[src/hdl/frontend_consts.svh]
`ifndef FRONTEND_CONSTS_SVH
`define FRONTEND_CONSTS_SVH

// First fetch address out of reset
`define BOOT_PC 32'h0000_0000

// Instruction buffer entries, power of two
`define IBUF_DEPTH 8

// Address step between two fetched pairs
`define FETCH_BYTES 32'd8

`endif

[src/hdl/frontend_pkg.sv]
package frontend_pkg;

    // One fetched word with its address
    typedef struct packed {
        logic        valid;
        logic [31:0] pc;
        logic [31:0] instr;
    } fetch_entry_t;

    // Register-register layout
    typedef struct packed {
        logic [6:0] funct7;
        logic [4:0] rs2;
        logic [4:0] rs1;
        logic [2:0] funct3;
        logic [4:0] rd;
        logic [6:0] opcode;
    } r_fields_t;

    // Register-immediate layout
    typedef struct packed {
        logic [11:0] imm12;
        logic [4:0]  rs1;
        logic [2:0]  funct3;
        logic [4:0]  rd;
        logic [6:0]  opcode;
    } i_fields_t;

    // Same instruction word seen as R or I format
    typedef union packed {
        r_fields_t r_view;
        i_fields_t i_view;
    } rv_instr_u;

    typedef enum logic [1:0] {
        R_ALU   = 2'd0,
        I_ALU   = 2'd1,
        ILLEGAL = 2'd2
    } instr_kind_e;

    typedef struct packed {
        logic        valid;
        logic [31:0] pc;
        instr_kind_e kind;
        logic [4:0]  rd;
        logic [4:0]  rs1;
        logic [4:0]  rs2;
        logic        uses_rs2;
        logic [2:0]  funct3;
        logic [6:0]  funct7;
        logic [31:0] imm;
    } decoded_instr_t;

    // slot0 holds the older instruction
    typedef struct packed {
        decoded_instr_t slot1;
        decoded_instr_t slot0;
    } issue_bundle_t;

endpackage

[src/hdl/fetch_unit.sv]
`timescale 1ns/1ps
`include "frontend_consts.svh"

module fetch_unit (
    input  logic                       clk,
    input  logic                       rst_n,
    input  logic                       stall_i,
    input  logic                       flush_i,
    input  logic [31:0]                redirect_pc_i,
    input  logic                       imem_ack_i,
    input  logic [63:0]                imem_rdata_i,
    output logic                       imem_req_o,
    output logic [31:0]                imem_addr_o,
    output frontend_pkg::fetch_entry_t push_o [2]
);

    typedef enum logic [1:0] {
        IDLE,
        REQ,
        WAIT_ACK_LOW,
        PUSH
    } fetch_state_e;

    fetch_state_e state_q;
    fetch_state_e state_d;
    logic [31:0]  pc_q;
    logic [31:0]  addr_q;
    logic [63:0]  rdata_q;
    logic         discard_q;
    logic         start_req;
    logic         push_ok;

    // New request needs ack low, buffer room and no redirect this cycle
    assign start_req = !stall_i && !imem_ack_i && !flush_i;

    // A flush in the push cycle itself drops the pair
    assign push_ok = (state_q == PUSH) && !discard_q && !flush_i;

    always_comb begin
        state_d = state_q;
        case (state_q)
            IDLE: begin
                if (start_req) begin
                    state_d = REQ;
                end
            end
            REQ: begin
                if (imem_ack_i) begin
                    state_d = PUSH;
                end
            end
            PUSH: begin
                state_d = WAIT_ACK_LOW;
            end
            WAIT_ACK_LOW: begin
                if (start_req) begin
                    state_d = REQ;
                end else if (!imem_ack_i) begin
                    state_d = IDLE;
                end
            end
            default: begin
                state_d = IDLE;
            end
        endcase
    end

    always_ff @(posedge clk or negedge rst_n) begin
        if (!rst_n) begin
            state_q   <= IDLE;
            pc_q      <= `BOOT_PC;
            addr_q    <= `BOOT_PC;
            discard_q <= 1'b0;
        end else begin
            state_q <= state_d;
            // Address latched once, held stable for the whole request
            if (state_d == REQ && state_q != REQ) begin
                addr_q <= pc_q;
            end
            if (flush_i) begin
                pc_q <= redirect_pc_i;
            end else if (push_ok) begin
                pc_q <= pc_q + `FETCH_BYTES;
            end
            // Request still open at flush time, its data is stale
            if (flush_i && state_q == REQ) begin
                discard_q <= 1'b1;
            end else if (state_q == PUSH) begin
                discard_q <= 1'b0;
            end
        end
    end

    always_ff @(posedge clk) begin
        if (state_q == REQ && imem_ack_i) begin
            rdata_q <= imem_rdata_i;
        end
    end

    assign imem_req_o  = (state_q == REQ);
    assign imem_addr_o = addr_q;

    // Low word at addr, high word at addr + 4
    assign push_o[0].valid = push_ok;
    assign push_o[0].pc    = addr_q;
    assign push_o[0].instr = rdata_q[31:0];
    assign push_o[1].valid = push_ok;
    assign push_o[1].pc    = addr_q + 32'd4;
    assign push_o[1].instr = rdata_q[63:32];

endmodule

[src/hdl/frontend_top.sv]
`timescale 1ns/1ps

module frontend_top (
    input  logic                        clk,
    input  logic                        rst_n,
    input  logic                        imem_ack_i,
    input  logic [63:0]                 imem_rdata_i,
    input  logic                        issue_ready_i,
    input  logic                        flush_i,
    input  logic [31:0]                 redirect_pc_i,
    output logic                        imem_req_o,
    output logic [31:0]                 imem_addr_o,
    output frontend_pkg::issue_bundle_t issue_o
);

    import frontend_pkg::*;

    fetch_entry_t   push [2];
    fetch_entry_t   head [2];
    decoded_instr_t dec0;
    decoded_instr_t dec1;
    logic           stall;
    logic [1:0]     pop_cnt;

    fetch_unit fetch_unit_i (
        .clk           (clk),
        .rst_n         (rst_n),
        .stall_i       (stall),
        .flush_i       (flush_i),
        .redirect_pc_i (redirect_pc_i),
        .imem_ack_i    (imem_ack_i),
        .imem_rdata_i  (imem_rdata_i),
        .imem_req_o    (imem_req_o),
        .imem_addr_o   (imem_addr_o),
        .push_o        (push)
    );

    instr_buffer instr_buffer_i (
        .clk       (clk),
        .rst_n     (rst_n),
        .push_i    (push),
        .pop_cnt_i (pop_cnt),
        .flush_i   (flush_i),
        .stall_o   (stall),
        .head_o    (head)
    );

    // Oldest entry feeds slot0
    instr_decoder dec0_i (
        .entry_i (head[0]),
        .dec_o   (dec0)
    );

    instr_decoder dec1_i (
        .entry_i (head[1]),
        .dec_o   (dec1)
    );

    issue_combiner issue_combiner_i (
        .dec0_i        (dec0),
        .dec1_i        (dec1),
        .issue_ready_i (issue_ready_i),
        .issue_o       (issue_o),
        .pop_cnt_o     (pop_cnt)
    );

endmodule

[src/hdl/instr_buffer.sv]
`timescale 1ns/1ps
`include "frontend_consts.svh"

module instr_buffer #(
    parameter int DEPTH = `IBUF_DEPTH
) (
    input  logic                       clk,
    input  logic                       rst_n,
    input  frontend_pkg::fetch_entry_t push_i [2],
    input  logic [1:0]                 pop_cnt_i,
    input  logic                       flush_i,
    output logic                       stall_o,
    output frontend_pkg::fetch_entry_t head_o [2]
);

    import frontend_pkg::*;

    localparam int PTR_W = $clog2(DEPTH);
    localparam int CNT_W = $clog2(DEPTH + 1);

    fetch_entry_t     mem_q [DEPTH];
    logic [DEPTH-1:0] valid_q;
    logic [DEPTH-1:0] valid_d;
    logic [PTR_W-1:0] rd_ptr_q;
    logic [PTR_W-1:0] wr_ptr_q;
    logic [PTR_W-1:0] wr_idx1;
    logic [PTR_W-1:0] head_idx [2];
    logic [CNT_W-1:0] count_q;
    logic [1:0]       push_cnt;

    assign push_cnt = {1'b0, push_i[0].valid} + {1'b0, push_i[1].valid};

    // Second word lands right behind the first one
    assign wr_idx1 = wr_ptr_q + PTR_W'(push_i[0].valid);

    // Stall while a full pair would not fit
    assign stall_o = (count_q > CNT_W'(DEPTH - 2));

    // Two oldest entries, visible without delay
    always_comb begin
        for (int i = 0; i < 2; i++) begin
            head_idx[i]     = rd_ptr_q + PTR_W'(i);
            head_o[i]       = mem_q[head_idx[i]];
            head_o[i].valid = valid_q[head_idx[i]];
        end
    end

    always_comb begin
        valid_d = valid_q;
        for (int i = 0; i < 2; i++) begin
            if (2'(i) < pop_cnt_i) begin
                valid_d[head_idx[i]] = 1'b0;
            end
        end
        if (push_i[0].valid) begin
            valid_d[wr_ptr_q] = 1'b1;
        end
        if (push_i[1].valid) begin
            valid_d[wr_idx1] = 1'b1;
        end
    end

    always_ff @(posedge clk or negedge rst_n) begin
        if (!rst_n) begin
            valid_q  <= '0;
            rd_ptr_q <= '0;
            wr_ptr_q <= '0;
            count_q  <= '0;
        end else if (flush_i) begin
            valid_q  <= '0;
            rd_ptr_q <= '0;
            wr_ptr_q <= '0;
            count_q  <= '0;
        end else begin
            valid_q  <= valid_d;
            rd_ptr_q <= rd_ptr_q + PTR_W'(pop_cnt_i);
            wr_ptr_q <= wr_ptr_q + PTR_W'(push_cnt);
            count_q  <= count_q + CNT_W'(push_cnt) - CNT_W'(pop_cnt_i);
        end
    end

    // Entry storage, words pushed during a flush are dropped
    always_ff @(posedge clk) begin
        if (!flush_i) begin
            if (push_i[0].valid) begin
                mem_q[wr_ptr_q] <= push_i[0];
            end
            if (push_i[1].valid) begin
                mem_q[wr_idx1] <= push_i[1];
            end
        end
    end

endmodule

[src/hdl/instr_decoder.sv]
`timescale 1ns/1ps

module instr_decoder (
    input  frontend_pkg::fetch_entry_t   entry_i,
    output frontend_pkg::decoded_instr_t dec_o
);

    import frontend_pkg::*;

    localparam logic [6:0] opc_r_alu = 7'b0110011;
    localparam logic [6:0] opc_i_alu = 7'b0010011;

    rv_instr_u word;

    assign word = entry_i.instr;

    always_comb begin
        dec_o       = '0;
        dec_o.valid = entry_i.valid;
        dec_o.pc    = entry_i.pc;
        case (word.r_view.opcode)
            opc_r_alu: begin
                dec_o.kind     = R_ALU;
                dec_o.rd       = word.r_view.rd;
                dec_o.rs1      = word.r_view.rs1;
                dec_o.rs2      = word.r_view.rs2;
                dec_o.uses_rs2 = 1'b1;
                dec_o.funct3   = word.r_view.funct3;
                dec_o.funct7   = word.r_view.funct7;
            end
            opc_i_alu: begin
                dec_o.kind   = I_ALU;
                dec_o.rd     = word.i_view.rd;
                dec_o.rs1    = word.i_view.rs1;
                dec_o.funct3 = word.i_view.funct3;
                // Sign extend the 12-bit immediate
                dec_o.imm    = {{20{word.i_view.imm12[11]}}, word.i_view.imm12};
            end
            default: begin
                // Unsupported opcodes go to the backend as ILLEGAL
                dec_o.kind = ILLEGAL;
            end
        endcase
    end

endmodule

[src/hdl/issue_combiner.sv]
`timescale 1ns/1ps

module issue_combiner (
    input  frontend_pkg::decoded_instr_t dec0_i,
    input  frontend_pkg::decoded_instr_t dec1_i,
    input  logic                         issue_ready_i,
    output frontend_pkg::issue_bundle_t  issue_o,
    output logic [1:0]                   pop_cnt_o
);

    import frontend_pkg::*;

    logic dep_rs1;
    logic dep_rs2;
    logic slot1_dep;
    logic slot0_valid;
    logic slot1_valid;

    // Only a real destination can create a hazard
    assign dep_rs1   = (dec1_i.rs1 == dec0_i.rd);
    assign dep_rs2   = dec1_i.uses_rs2 && (dec1_i.rs2 == dec0_i.rd);
    assign slot1_dep = (dec0_i.kind != ILLEGAL) && (dec0_i.rd != 5'd0)
                       && (dep_rs1 || dep_rs2);

    assign slot0_valid = dec0_i.valid;

    // A dependent second word waits and issues next time as slot0
    assign slot1_valid = dec0_i.valid && dec1_i.valid && !slot1_dep;

    always_comb begin
        issue_o             = '0;
        issue_o.slot0       = dec0_i;
        issue_o.slot0.valid = slot0_valid;
        issue_o.slot1       = dec1_i;
        issue_o.slot1.valid = slot1_valid;
    end

    // Backend takes every valid slot when ready
    always_comb begin
        if (issue_ready_i) begin
            pop_cnt_o = {1'b0, slot0_valid} + {1'b0, slot1_valid};
        end else begin
            pop_cnt_o = 2'd0;
        end
    end

endmodule

[config.mk]
export PLATFORM = sky130hd
export DESIGN_NAME = frontend_top
export DESIGN_NICKNAME = d
export VERILOG_FILES = /design/src/hdl/frontend_pkg.sv /design/src/hdl/fetch_unit.sv /design/src/hdl/frontend_top.sv /design/src/hdl/instr_buffer.sv /design/src/hdl/instr_decoder.sv /design/src/hdl/issue_combiner.sv
export VERILOG_INCLUDE_DIRS = /design/src /design/src/hdl
export SDC_FILE = /design/constraint.sdc
export NUM_CORES = 1
export LEC_CHECK = 0
export CAP_MARGIN = 40
export CORE_MARGIN = 10
export CORE_UTILIZATION = 40
export CTS_BUF_LIST = sky130_fd_sc_hd__clkbuf_4 sky130_fd_sc_hd__clkbuf_8
export DETAILED_ROUTE_END_ITERATION = 10
export DONT_BUFFER_PORTS = 1
export SLEW_MARGIN = 10
export SYNTH_ARGS = -nofsm -noshare
export SYNTH_HDL_FRONTEND = slang
export SYNTH_SLANG_ARGS = --single-unit
[constraint.sdc]
create_clock -name clk -period 4.15 [get_ports clk]
set_clock_uncertainty 0.1 [all_clocks]
set_input_delay 1.0375 -clock clk [delete_from_list [all_inputs] [get_ports clk]]
set_output_delay 1.0375 -clock clk [all_outputs]
set_load 0.01 [all_outputs]
==> impl_metrics.py <==
metrics = {
    "outcome": {
        "result_of_the_run": "finished, violations left",
        "violations": "negative setup slack",
    },
    "die": {
        "rows": 106,
        "core_region_area_sq_um": 83300,
        "dieWidth_um": 309,
        "die_height_um": 309,
        "io-pin-count": 320,
        "start_util": 0.402,
        "die-area_sq_um": 95600,
    },
    "clock_tree": {
        "tritoncts": "yes",
        "clock_sinks": 660,
        "worst_skew_pair.late_latency_ns": 0.76,
        "cts.htree.levels": 3,
        "numCtsBuffers": 111,
        "path_clk_slew_ns": 0.06,
        "cts-root-buf": "clkbuf_8",
        "ctsLongestPathBuffers": 3,
    },
    "layout": {
        "area_delta_synth_final_pct": 20.9,
        "filler_cell_count": 7161,
        "drive_gt1_frac": 0.305,
        "sequential_cell_area_sq_um": 19400,
        "layout.nets": 2945,
        "multi_input_area_sq_um": 12900,
    },
    "timing": {
        "worst_slew_pin_slew_ns": 0.848,
        "clock.fmax_ghz": 0.209,
        "setup_viol_count_final": 157,
        "final_worst_hold_slack_ns": 0.0992,
        "final_hold_viol_count": 0,
        "post-route-min-period_ns": 4.79,
        "maxSlewHeadroom": 0.433,
        "layout_worst_path_cycle_share": 1.15,
        "slew_viol_final": 0,
        "fin_ws_ns": -0.640,
        "grt_setup_unrepaired": "yes",
    },
    "synth": {
        "synthesis.area_per_instance_sq_um": 11.7,
        "ys_async_sr_fraction": 0.127,
        "syn-cell-area_sq_um": 33500,
        "synth.top_cells.by_area": "edfxtp_1, mux4_2, nand2_1",
        "synth_most_common_cell": "edfxtp_1",
        "synth_nets": 2985,
        "synth.yosys.warnings": 0,
        "netlist_instances": 2871,
        "yosys.area.top_type_share": 0.517,
        "yosysUniqueCellTypes": 72,
        "synth_enable_flop_cells": 576,
        "post-synth-top-area-cell": "edfxtp_1",
        "post_synth_most_frequent_cells": "edfxtp_1, nand2_1, clkbuf_1",
        "dominantRegCellSynth": "edfxtp_1",
        "synth_seq_area_share": 0.580,
        "synth.ff_latch_count": 660,
    },
    "worst_setup_path": {
        "rr_endpoint": "instr_buffer_i.count_q[2]",
        "worstPathMaxFanout": 6,
        "cp-start-kind": "register",
        "worstSetupEndpointType": "output pin",
        "setup.worst_path.class": "register to output pin",
        "r2r_setup_slack_ns": -0.58,
        "crit_path_launch": "instr_buffer_i.rd_ptr_q[0]",
        "worstRegToRegCells": 20,
        "worst_ep_required_ns": 3.01,
        "reg2reg_from": "instr_buffer_i.rd_ptr_q[0]",
        "cp.arrival_ns": 3.65,
    },
    "grt": {
        "grt_max_degree": 85,
        "met1_usage": 0.286,
        "globalRoute.totalOverflow": 0,
        "grt_use_total": 0.223,
        "met3_grt_util": 0.0535,
        "busiest_layer": "met2",
        "grt_pass1_vias": 23500,
        "grt_pass1_wl_um": 158000,
        "grt_antenna_before_repair": 5,
        "use_met2": 0.363,
    },
    "detailed_routing": {
        "drt-total-wl_um": 113000,
        "remaining_drc_errors": 0,
        "ant_nets": 0,
        "first_pass_iters": 8,
        "drt_first_iter_violations": 2806,
        "routed_via_density": 5.89,
        "routed_wire_length_per_instance_um": 28.1,
        "via_count": 23600,
    },
    "placement": {
        "numPortBuffers": 0,
        "globalplace.congestion": 0.876,
        "dp_hpwl_um": 69500,
        "post-place-ws_ns": -0.404,
    },
    "power": {
        "static_leakage_power_nw": 14.3,
        "power.share.sequential": 0.519,
        "power.combinational.fraction": 0.138,
        "switching_power_mw": 4.95,
        "p_sw_frac": 0.285,
        "vdd_drop_max_mv": 0.432,
        "power_frac_clock": 0.342,
        "p_int_mw": 12.4,
        "power_per_cell_area_nw_per_um2": 430,
    },
    "flow_run": {
        "drv.max_cap_violation_count": 0,
    },
    "min_path": {
        "hold_class": "primary input to async pin",
    },
}
-- power by group through the flow --
stage          logic (mW)  clock network (mW)  registers [mW]
6_report             2.40                5.95            9.03
5_1_grt              2.62                6.34            9.12
4_1_cts              2.26                6.04            9.02
3_5_place_dp         2.16                   0            9.16
3_3_place_gp         2.09                   0            9.13
2_1_floorplan        2.46                   0            8.51
-- logic make-up (layout without fill, tap and decap cells) --
kind of cell	after synthesis	in the layout	share of synthesized area
compound gates	354	354	0.0733
buf+inv	537	586	0.0719
flops	660	660	0.580
mux	227	227	0.107
xor+xnor	156	156	0.0413
fa+ha+maj	14	14	0.00583
other cells	1	6	0.000112
simple gates	922	923	0.121
-- worst max-delay path: stages, from the launching register on --
cell and delay (ns):
dfrtp_4 0.51, buf_12 0.15, buf_12 0.13, nand3b_1 0.07, a21oi_1 0.06, a211o_1 0.31
a211o_1 0.31, or2_4 0.28, and3_4 0.15, or4_4 0.56, a31oi_4 0.22, buf_6 0.15
-- area by class of cell --
type,count,area share
sequential,660,0.480
multi-input combinational,1675,0.319
timing repair buffer,353,0.108
clock buffer,149,0.0459
tap,1080,0.0334
clock inverter,54,0.0101
inverter,30,0.00368
antenna,5,0.000309
-- worst max-delay path by stage --
| stage | endpoint | slack (ns) | depth (start not counted) |
|---|---|---|---|
| final | issue_o[185] | -0.64 | 11 |
| after global routing | issue_o[185] | -0.78 | 11 |
| after CTS | issue_o[185] | -0.64 | 12 |
| after detailed placement | instr_buffer_i.count_q[2] | -0.40 | 19 |
| after global placement | instr_buffer_i.count_q[2] | -0.43 | 18 |
| after floorplan | instr_buffer_i.count_q[2] | -0.08 | 18 |
-- cells in the final DEF, fill, tap and decap left out, types with 8 or more instances in the layout --
cell       count
clkinv_1      31
buf_6         91
o22ai_1       83
inv_1         14
nor3b_1        9
mux4_2        97
clkbuf_16     12
nand2_1      549
o221ai_1      11
nand2_2       15
a22oi_2       16
a222oi_1       8
nand4_1       40
mux2i_1       60
mux2_2        45
buf_8         11
a22oi_1      104
buf_4        164
a21oi_1       26
nor2b_1       13
buf_12        59
nor2_4        54
nor2_1        82
clkbuf_8     118
xor2_1        84
nor2_2        12
dfrtp_1       82
nand3b_1       8
nand3_1       17
xnor2_1       69
mux2_4        20
or4_1         13
o21ai_0       37
and3_1        23
edfxtp_1     576
clkinv_2      13
buf_16        14
o221ai_4       8
clkbuf_4      31
-- through the flow --
stage / std cells / instance area, sq um / utilization / setup TNS (ns) / power (mW)
after floorplan: 2871 / 33600 / - / -0.112 / 11.0
after global placement: 3694 / 35000 / 0.420 / -2.19 / 11.2
after detailed placement: 3701 / 35100 / 0.422 / -1.09 / 11.3
after CTS: 3942 / 38500 / 0.462 / -52.26 / 17.3
after global routing: 4002 / 40400 / 0.486 / -61.97 / 18.1
final: 4006 / 40400 / 0.486 / -46.25 / 17.4
-- state kept, by name, indices dropped and copies added (netlist names) --
name / cells
instr_buffer_i.rd_ptr_q: 3
instr_buffer_i.mem_q: 512
instr_buffer_i.valid_q: 8
fetch_unit_i.imem_addr_o: 32
fetch_unit_i.pc_q: 32
instr_buffer_i.wr_ptr_q: 2
fetch_unit_i.discard_q: 1
fetch_unit_i.rdata_q: 64
fetch_unit_i.state_q: 2
instr_buffer_i.count_q: 4
-- per-layer routing --
metal / vias to the layer above / routed length, um / share of wire
li1: 10100 / - / -
met5: - / 13 / 0.00012
met4: 2 / 3990 / 0.035
met1: 11900 / 43100 / 0.38
met3: 244 / 11700 / 0.10
met2: 1362 / 53900 / 0.48
-- timing repair --
| item | 4_1_cts | 5_1_grt |
|---|---|---|
| setup buffers | 30 | 50 |
| pin swaps | 23 | 94 |
| gates resized for setup | 123 | 320 |
| hold endpoints to repair | 84 | 0 |
| hold buffers | 1 | 0 |
| cloned | 9 | 13 |
| setup endpoints to repair | 190 | 187 |
Note: power is estimated with default switching activity, not from simulation.
